`src/include/bbox_macros.svh`:
```
`ifndef BBOX_MACROS_SVH
`define BBOX_MACROS_SVH

// Fixed-point coordinate format shared by the bounding-box stage
// Integer part sits in [SIGFIG-1:RADIX], fraction in [RADIX-1:0]

// Total bits in one signed coordinate
`define BBOX_SIGFIG 24

// Fraction bits in one coordinate
`define BBOX_RADIX 10

// Vertices per triangle
`define BBOX_VERTS 3

// Coordinates per triangle, x and y for each vertex
`define BBOX_COORDS (2 * `BBOX_VERTS)

`endif
```
`src/design/raster_cfg_pkg.sv`:
```
`default_nettype none

// Configuration types for the rasterizer front end
package raster_cfg_pkg;

    // Sample rate, one-hot, same coding as the sample-test stage
    typedef enum logic [3:0] {
        MSAA_1X  = 4'b1000,
        MSAA_4X  = 4'b0100,
        MSAA_16X = 4'b0010,
        MSAA_64X = 4'b0001
    } msaa_t;

    // Count of fraction bits kept after the grid floor
    typedef logic [1:0] keep_t;

    // Sample pitch is 1, 1/2, 1/4 or 1/8 pixel
    // Codes that are not one-hot fall back to one sample per pixel
    function automatic keep_t frac_keep(msaa_t rate);
        case (rate)
            MSAA_4X:  return 2'd1;
            MSAA_16X: return 2'd2;
            MSAA_64X: return 2'd3;
            default:  return 2'd0;
        endcase
    endfunction

endpackage

`default_nettype wire

```
`src/design/raster_geom_pkg.sv`:
```
`default_nettype none

`include "bbox_macros.svh"

// Geometry types for the triangle bounding-box stage
package raster_geom_pkg;

    // Signed fixed-point screen coordinate
    typedef logic signed [`BBOX_SIGFIG-1:0] coord_t;

    // Product of two coordinate differences
    // Each difference needs one extra bit, the product doubles that
    typedef logic signed [2*`BBOX_SIGFIG+1:0] wide_t;

    // Index of one vertex inside a triangle
    typedef logic [$clog2(`BBOX_VERTS)-1:0] vert_idx_t;

endpackage

`default_nettype wire

```
`src/design/bbox_if.sv`:
```
`timescale 1ns/1ps
`default_nettype none

// Snapped box handed from the extent stage to the clip stage
interface bbox_if;

    // Lower-left corner
    raster_geom_pkg::coord_t ll_x;
    raster_geom_pkg::coord_t ll_y;

    // Upper-right corner
    raster_geom_pkg::coord_t ur_x;
    raster_geom_pkg::coord_t ur_y;

    // Item is a real triangle, not a bubble
    logic valid;

    // Winding says the triangle faces away
    logic back_facing;

    // Producer side, registers live in the extent stage
    modport src (
        output ll_x, ll_y, ur_x, ur_y,
        output valid, back_facing
    );

    // Consumer side
    modport dst (
        input ll_x, ll_y, ur_x, ur_y,
        input valid, back_facing
    );

endinterface

`default_nettype wire

```
`src/design/bbox_top.sv`:
```
`timescale 1ns/1ps
`default_nettype none

module bbox_top (
    input  logic                    clk,
    input  logic                    rst_n,

    // Triangle in
    input  raster_geom_pkg::coord_t v0_x,
    input  raster_geom_pkg::coord_t v0_y,
    input  raster_geom_pkg::coord_t v1_x,
    input  raster_geom_pkg::coord_t v1_y,
    input  raster_geom_pkg::coord_t v2_x,
    input  raster_geom_pkg::coord_t v2_y,
    input  logic                    in_valid,

    // Low freezes the whole pipe
    input  logic                    advance,

    // Held steady while triangles flow
    input  raster_geom_pkg::coord_t screen_w,
    input  raster_geom_pkg::coord_t screen_h,
    input  raster_cfg_pkg::msaa_t   msaa,

    // Triangle and box out, three advancing edges later
    output raster_geom_pkg::coord_t out_v0_x,
    output raster_geom_pkg::coord_t out_v0_y,
    output raster_geom_pkg::coord_t out_v1_x,
    output raster_geom_pkg::coord_t out_v1_y,
    output raster_geom_pkg::coord_t out_v2_x,
    output raster_geom_pkg::coord_t out_v2_y,
    output raster_geom_pkg::coord_t box_ll_x,
    output raster_geom_pkg::coord_t box_ll_y,
    output raster_geom_pkg::coord_t box_ur_x,
    output raster_geom_pkg::coord_t box_ur_y,
    output logic                    out_valid
);

    // Snapped box between stage 2 and stage 3
    bbox_if box_bus ();

    // Stages 1 and 2
    bbox_extent u_extent (
        .clk      (clk),
        .rst_n    (rst_n),
        .advance  (advance),
        .v0_x     (v0_x),
        .v0_y     (v0_y),
        .v1_x     (v1_x),
        .v1_y     (v1_y),
        .v2_x     (v2_x),
        .v2_y     (v2_y),
        .in_valid (in_valid),
        .msaa     (msaa),
        .box      (box_bus.src)
    );

    // Stage 3
    bbox_clip u_clip (
        .clk       (clk),
        .rst_n     (rst_n),
        .advance   (advance),
        .box       (box_bus.dst),
        .screen_w  (screen_w),
        .screen_h  (screen_h),
        .box_ll_x  (box_ll_x),
        .box_ll_y  (box_ll_y),
        .box_ur_x  (box_ur_x),
        .box_ur_y  (box_ur_y),
        .out_valid (out_valid)
    );

    // Vertices ride alongside the box
    bbox_vertex_delay u_vdelay (
        .clk      (clk),
        .rst_n    (rst_n),
        .advance  (advance),
        .v0_x     (v0_x),
        .v0_y     (v0_y),
        .v1_x     (v1_x),
        .v1_y     (v1_y),
        .v2_x     (v2_x),
        .v2_y     (v2_y),
        .out_v0_x (out_v0_x),
        .out_v0_y (out_v0_y),
        .out_v1_x (out_v1_x),
        .out_v1_y (out_v1_y),
        .out_v2_x (out_v2_x),
        .out_v2_y (out_v2_y)
    );

endmodule

`default_nettype wire

```
`src/design/bbox_vertex_delay.sv`:
```
`timescale 1ns/1ps
`default_nettype none

`include "bbox_macros.svh"

module bbox_vertex_delay (
    input  logic                    clk,
    input  logic                    rst_n,
    input  logic                    advance,
    input  raster_geom_pkg::coord_t v0_x,
    input  raster_geom_pkg::coord_t v0_y,
    input  raster_geom_pkg::coord_t v1_x,
    input  raster_geom_pkg::coord_t v1_y,
    input  raster_geom_pkg::coord_t v2_x,
    input  raster_geom_pkg::coord_t v2_y,
    output raster_geom_pkg::coord_t out_v0_x,
    output raster_geom_pkg::coord_t out_v0_y,
    output raster_geom_pkg::coord_t out_v1_x,
    output raster_geom_pkg::coord_t out_v1_y,
    output raster_geom_pkg::coord_t out_v2_x,
    output raster_geom_pkg::coord_t out_v2_y
);

    // Matches the two extent stages plus the clip stage
    localparam int DEPTH = 3;

    // Coordinates flattened as x0 y0 x1 y1 x2 y2
    raster_geom_pkg::coord_t din  [`BBOX_COORDS];
    raster_geom_pkg::coord_t pipe [DEPTH][`BBOX_COORDS];

    assign din = '{v0_x, v0_y, v1_x, v1_y, v2_x, v2_y};

    // Shift one slot per advancing edge, hold otherwise
    always_ff @(posedge clk or negedge rst_n) begin
        if (!rst_n) begin
            for (int s = 0; s < DEPTH; s++) begin
                for (int c = 0; c < `BBOX_COORDS; c++)
                    pipe[s][c] <= '0;
            end
        end else if (advance) begin
            pipe[0] <= din;
            for (int s = 1; s < DEPTH; s++)
                pipe[s] <= pipe[s-1];
        end
    end

    assign out_v0_x = pipe[DEPTH-1][0];
    assign out_v0_y = pipe[DEPTH-1][1];
    assign out_v1_x = pipe[DEPTH-1][2];
    assign out_v1_y = pipe[DEPTH-1][3];
    assign out_v2_x = pipe[DEPTH-1][4];
    assign out_v2_y = pipe[DEPTH-1][5];

endmodule

`default_nettype wire

```
`src/design/bbox_clip.sv`:
```
`timescale 1ns/1ps
`default_nettype none

module bbox_clip (
    input  logic                    clk,
    input  logic                    rst_n,
    input  logic                    advance,
    bbox_if.dst                     box,
    input  raster_geom_pkg::coord_t screen_w,
    input  raster_geom_pkg::coord_t screen_h,
    output raster_geom_pkg::coord_t box_ll_x,
    output raster_geom_pkg::coord_t box_ll_y,
    output raster_geom_pkg::coord_t box_ur_x,
    output raster_geom_pkg::coord_t box_ur_y,
    output logic                    out_valid
);

    // Clipped corners before the output register
    raster_geom_pkg::coord_t clip_ll_x, clip_ll_y;
    raster_geom_pkg::coord_t clip_ur_x, clip_ur_y;

    // Verdict before the output register
    logic off_screen;
    logic keep_tri;

    // Lower-left clamps at the origin
    always_comb begin
        if (box.ll_x < 0)
            clip_ll_x = '0;
        else
            clip_ll_x = box.ll_x;

        if (box.ll_y < 0)
            clip_ll_y = '0;
        else
            clip_ll_y = box.ll_y;
    end

    // Upper-right clamps at the screen edge
    always_comb begin
        if (box.ur_x > screen_w)
            clip_ur_x = screen_w;
        else
            clip_ur_x = box.ur_x;

        if (box.ur_y > screen_h)
            clip_ur_y = screen_h;
        else
            clip_ur_y = box.ur_y;
    end

    // Box left of or below the screen, or right of or above it
    assign off_screen = (clip_ur_x < 0) || (clip_ur_y < 0) ||
                        (clip_ll_x > screen_w) || (clip_ll_y > screen_h);

    // Bubbles and back faces are dropped too
    assign keep_tri = box.valid && !box.back_facing && !off_screen;

    // Stage 3 output register
    always_ff @(posedge clk or negedge rst_n) begin
        if (!rst_n) begin
            box_ll_x  <= '0;
            box_ll_y  <= '0;
            box_ur_x  <= '0;
            box_ur_y  <= '0;
            out_valid <= 1'b0;
        end else if (advance) begin
            box_ll_x  <= clip_ll_x;
            box_ll_y  <= clip_ll_y;
            box_ur_x  <= clip_ur_x;
            box_ur_y  <= clip_ur_y;
            out_valid <= keep_tri;
        end
    end

endmodule

`default_nettype wire

```
`src/design/bbox_extent.sv`:
```
`timescale 1ns/1ps
`default_nettype none

`include "bbox_macros.svh"

module bbox_extent (
    input  logic                    clk,
    input  logic                    rst_n,
    input  logic                    advance,
    input  raster_geom_pkg::coord_t v0_x,
    input  raster_geom_pkg::coord_t v0_y,
    input  raster_geom_pkg::coord_t v1_x,
    input  raster_geom_pkg::coord_t v1_y,
    input  raster_geom_pkg::coord_t v2_x,
    input  raster_geom_pkg::coord_t v2_y,
    input  logic                    in_valid,
    input  raster_cfg_pkg::msaa_t   msaa,
    bbox_if.src                     box
);

    // Stage 1 vertex registers
    raster_geom_pkg::coord_t vx [`BBOX_VERTS];
    raster_geom_pkg::coord_t vy [`BBOX_VERTS];
    logic                    s1_valid;

    // Index of the extreme vertex per axis
    raster_geom_pkg::vert_idx_t lo_x, lo_y, hi_x, hi_y;

    // Edge vectors and cross terms for the winding test
    raster_geom_pkg::wide_t e01_x, e01_y, e12_x, e12_y;
    raster_geom_pkg::wide_t cross_a, cross_b;

    raster_cfg_pkg::keep_t keep;

    // Floor to the sample grid
    // Integer bits stay, only the top keep fraction bits survive
    function automatic raster_geom_pkg::coord_t snap(raster_geom_pkg::coord_t c,
                                                     raster_cfg_pkg::keep_t   k);
        raster_geom_pkg::coord_t r;
        r = c;
        for (int i = 0; i < `BBOX_RADIX; i++) begin
            if (i < `BBOX_RADIX - int'(k))
                r[i] = 1'b0;
        end
        return r;
    endfunction

    // Capture the incoming triangle
    always_ff @(posedge clk or negedge rst_n) begin
        if (!rst_n) begin
            for (int i = 0; i < `BBOX_VERTS; i++) begin
                vx[i] <= '0;
                vy[i] <= '0;
            end
            s1_valid <= 1'b0;
        end else if (advance) begin
            vx[0]    <= v0_x;
            vy[0]    <= v0_y;
            vx[1]    <= v1_x;
            vy[1]    <= v1_y;
            vx[2]    <= v2_x;
            vy[2]    <= v2_y;
            s1_valid <= in_valid;
        end
    end

    // Min/max search, ties keep the lower index
    always_comb begin
        lo_x = '0;
        lo_y = '0;
        hi_x = '0;
        hi_y = '0;
        for (int i = 1; i < `BBOX_VERTS; i++) begin
            if (vx[i] < vx[lo_x]) lo_x = raster_geom_pkg::vert_idx_t'(i);
            if (vy[i] < vy[lo_y]) lo_y = raster_geom_pkg::vert_idx_t'(i);
            if (vx[i] > vx[hi_x]) hi_x = raster_geom_pkg::vert_idx_t'(i);
            if (vy[i] > vy[hi_y]) hi_y = raster_geom_pkg::vert_idx_t'(i);
        end
    end

    // Sample pitch from the configured rate
    assign keep = raster_cfg_pkg::frac_keep(msaa);

    // Sign-extend before subtracting so no difference overflows
    assign e01_x = raster_geom_pkg::wide_t'(vx[1]) - raster_geom_pkg::wide_t'(vx[0]);
    assign e01_y = raster_geom_pkg::wide_t'(vy[1]) - raster_geom_pkg::wide_t'(vy[0]);
    assign e12_x = raster_geom_pkg::wide_t'(vx[2]) - raster_geom_pkg::wide_t'(vx[1]);
    assign e12_y = raster_geom_pkg::wide_t'(vy[2]) - raster_geom_pkg::wide_t'(vy[1]);

    assign cross_a = e01_x * e12_y;
    assign cross_b = e12_x * e01_y;

    // Stage 2, snapped box and winding into the interface
    always_ff @(posedge clk or negedge rst_n) begin
        if (!rst_n) begin
            box.ll_x        <= '0;
            box.ll_y        <= '0;
            box.ur_x        <= '0;
            box.ur_y        <= '0;
            box.valid       <= 1'b0;
            box.back_facing <= 1'b0;
        end else if (advance) begin
            box.ll_x        <= snap(vx[lo_x], keep);
            box.ll_y        <= snap(vy[lo_y], keep);
            box.ur_x        <= snap(vx[hi_x], keep);
            box.ur_y        <= snap(vy[hi_y], keep);
            box.valid       <= s1_valid;
            box.back_facing <= cross_a > cross_b;
        end
    end

endmodule

`default_nettype wire

```
`config.mk`:
```
export PLATFORM = sky130hd
export DESIGN_NAME = bbox_top
export DESIGN_NICKNAME = d
export VERILOG_FILES = /design/src/design/raster_cfg_pkg.sv /design/src/design/raster_geom_pkg.sv /design/src/design/bbox_if.sv /design/src/design/bbox_top.sv /design/src/design/bbox_vertex_delay.sv /design/src/design/bbox_clip.sv /design/src/design/bbox_extent.sv
export VERILOG_INCLUDE_DIRS = /design/src /design/src/include
export SDC_FILE = /design/constraint.sdc
export NUM_CORES = 2
export LEC_CHECK = 0
export BUFFER_PORTS_ARGS = -buffer_cell sky130_fd_sc_hd__buf_2
export CAP_MARGIN = 20
export CORE_ASPECT_RATIO = 2
export CORE_MARGIN = 5
export CORE_UTILIZATION = 65
export DETAILED_ROUTE_END_ITERATION = 7
export GPL_TIMING_DRIVEN = 1
export PLACE_DENSITY = 0.91
export SYNTH_ARGS = -nofsm -noshare
export SYNTH_HDL_FRONTEND = slang
export SYNTH_HIERARCHICAL = 1
export SYNTH_SLANG_ARGS = --single-unit
export TNS_END_PERCENT = 30
```
`constraint.sdc`:
```
create_clock -name clk -period 19.6 [get_ports clk]
set_input_delay 2.94 -clock clk [delete_from_list [all_inputs] [get_ports clk]]
set_output_delay 2.94 -clock clk [all_outputs]
set_load 0.005 [all_outputs]
```
==> flow_summary.ini <==
[synthesis]
ys_warn_count = 6
ys_top_cells_by_count = 1463 x inv_1, 1320 x fa_1, 1013 x nand2_1, 766 x dfrtp_1, 702 x nor2_1
ys_ff_latch = 766
synth_edf_count = 0
synth_top_area_cell = fa_1
yosysMostFrequentCell = inv_1
synth_cell_types = 100
synthesis.area_um2 = 87300
synthArstFlopShare_pct = 100
syn_avg_cell_area_um2 = 9.87
synth_top_area_share_pct = 30.3
synth_flop_cell = dfrtp_1
syn-instance-count = 8847
yosys-top-cells-area = fa_1 30%, dfrtp_1 22%, ha_1 8.9%, mux2_2 6.7%, inv_1 6.3%
ys_seq_area_share_pct = 21.9

[global_routing]
grt_pass1_wl_um = 471000
grt.total_usage_pct = 45.1
grt_pass1_vias = 75596
antenna_found_initial = 32
grt_max_degree = 199
overflow = 0

[timing]
finClkSkew_ps = 73.6
tightestPinTransition_ps = 1310
grt_setup_unrepaired = no
slew-limit-headroom_pct = 12.4
fmax_mhz = 78.5
period_needed_ps = 12740
fin_setup_tns_ps = 0
timing_hold_violations_final = 0
setup_viol = 0
period_share_pct = 65.0
slew_viol_final = 0

[setup_path]
startpoint_type = register
critPathMaxFanout = 10
path_class = register to register
cpMostUsedCell = fa_1
crit_path_end_kind = register
reg2regPathDepth = 45
crit_slowest_cell = fa_1
cp_data_required_time_ps = 20230
r2r-end = u_extent/box.back_facing$_DFFE_PN0P_
r2r-start = u_extent/vx[0]$_DFFE_PN0P_
cp.arrival_ps = 13370
rrSetupSlack_ps = 6860
cp_slowest_stage_delay_ps = 900

[worst_hold_path]
hold_depth = 2
hold_end = u_extent/box.ll_x[8]$_DFFE_PN0P_
hold_class = register to register
hp-start = u_extent/box.ll_x[8]$_DFFE_PN0P_

[clock_network]
cts_tree = done
clk_pin_slew_worst_paths_ps = 120
cts.sinks = 766
clock_latency_ps = 730
ctsHtreeMaxLevel = 2
cts_root_buffer = clkbuf_16
cts_resized = 0
clk_path_buf_depth = 3
postCtsHoldBufs = 0
cts_made_buffers = 61
postCtsSetupBuffers = 0

[floorplan]
boundaryPins = 441
die_h_um = 528
core-area_um2 = 134000
dieArea_um2 = 142000
die_w_um = 269
rows = 190
initial_core_util_pct = 65.3

[routing]
drt-initial-drc-count = 5435
num_vias = 68132
dr.pass1.iters = 7
avgViaCountPerCell = 6.29
routedWlPerCell_um = 29.6
routed_wl_um = 321000
drc_errors = 0
final_antenna_net_count = 0

[place]
gp_congestion = 1.09
place_hpwl_um = 258000
numPortBuffers = 438

[final_layout]
nNetsFinal = 11172
regArea_um2 = 19200
fillers = 9810
multiInputGateArea_um2 = 60500
layout-drive-gt1-share_pct = 15.4
syn2layout_area_growth_pct = 6.66

[status]
outcome = complete, no violations

[flow_run]
drv_cap = 0
layout by cell type (no fill, tap or decap), types with 33 or more instances in the layout:
| cell | n |
|---|---|
| xnor2_1 | 117 |
| o21ai_0 | 249 |
| a21oi_1 | 324 |
| and2_1 | 46 |
| inv_1 | 1462 |
| nor2_1 | 701 |
| o21a_1 | 33 |
| buf_2 | 437 |
| xor2_1 | 70 |
| dfrtp_1 | 766 |
| nand2b_1 | 87 |
| xnor2_2 | 33 |
| mux2_2 | 519 |
| nor2b_1 | 100 |
| nand2_1 | 1013 |
| a21o_1 | 132 |
| a221o_1 | 38 |
| ha_1 | 620 |
| buf_4 | 167 |
| fa_1 | 1320 |
| nand4_1 | 62 |
| mux2i_1 | 101 |
| nand3_1 | 68 |
| clkbuf_16 | 61 |
| nor3_1 | 64 |
worst max path at each step:
stage	from	end	slack [ps]
final	u_extent/vx[0]$_DFFE_PN0P_	u_extent/box.back_facing$_DFFE_PN0P_	6860
after global placement	u_extent/vx[0]$_DFFE_PN0P_	u_extent/box.back_facing$_DFFE_PN0P_	7160
after global routing	u_extent/vy[24]$_DFFE_PN0P_	u_extent/box.back_facing$_DFFE_PN0P_	6220
after floorplan	u_extent/vx[0]$_DFFE_PN0P_	u_extent/box.back_facing$_DFFE_PN0P_	8620
after CTS	u_extent/vx[0]$_DFFE_PN0P_	u_extent/box.back_facing$_DFFE_PN0P_	6940
after detailed placement	u_extent/vy[24]$_DFFE_PN0P_	u_extent/box.back_facing$_DFFE_PN0P_	6950
worst max-delay path, delay by kind of cell, from the launching register on:
kind / cells / cell delay [ps]
AOI/OAI and AO/OA: 17 / 3800
xor gates and xnor gates: 1 / 160
adders and majority gates: 11 / 5420
buffers and inverters: 6 / 690
DFF: 1 / 400
muxes: 1 / 160
and+or+nand+nor: 9 / 2000
logic make-up after synthesis:
group / count (synthesis) / synth area share (%)
compound gates: 1045 / 7.70
simple gates: 2250 / 11.1
mux: 623 / 7.90
other cells: 2 / 0.00860
xor+xnor: 254 / 2.59
buf+inv: 1966 / 9.61
flops: 766 / 21.9
fa+ha+maj: 1941 / 39.2
flip-flops by register name, indices dropped and copies added (netlist names), 24 cells and up:
name               count
u_clip/box_ur_x       24
u_clip/box_ur_y       24
u_extent/vx           72
u_extent/vy           72
u_vdelay/out_v0_x     24
u_vdelay/out_v0_y     24
u_vdelay/out_v1_x     24
u_vdelay/out_v1_y     24
u_vdelay/out_v2_x     24
u_vdelay/out_v2_y     24
u_vdelay/pipe        288
through the flow:
step / cell area, um^2 / worst slack [ps] / util [%] / cells / hold slack (ps)
floorplan: 87400 / 8620 / - / 8851 / 444
detailed placement: 90800 / 6950 / 67.8 / 10679 / 479
CTS: 92900 / 6940 / 69.4 / 10792 / 495
global placement: 90800 / 7160 / 67.8 / 10678 / 468
global route: 93100 / 6220 / 69.6 / 10812 / 513
finish: 93200 / 6860 / 69.6 / 10833 / 494
routing by layer:
layer  up-vias  part of all wire, %  wire length, um  global-route usage [%]
li1      28219                    -                -                       -
met1     34002                   28            90700                    42.3
met2      4041                   48           154000                    75.2
met3      1860                  8.4            26900                    10.8
met4        10                   15            49500                    51.7
met5         -                0.021               69                       0
final cells by class:
| type | instances | area share [%] |
|---|---|---|
| inverter | 1464 | 5.90 |
| clock inverter | 32 | 0.422 |
| sequential | 766 | 20.6 |
| timing repair buffer | 619 | 3.97 |
| antenna | 24 | 0.0645 |
| multi-input combinational | 6119 | 64.9 |
| tap | 1728 | 2.32 |
| clock buffer | 81 | 1.84 |
Power is not shown: default switching activity piles up to over one toggle a cycle in this logic, so the estimate is an artifact.
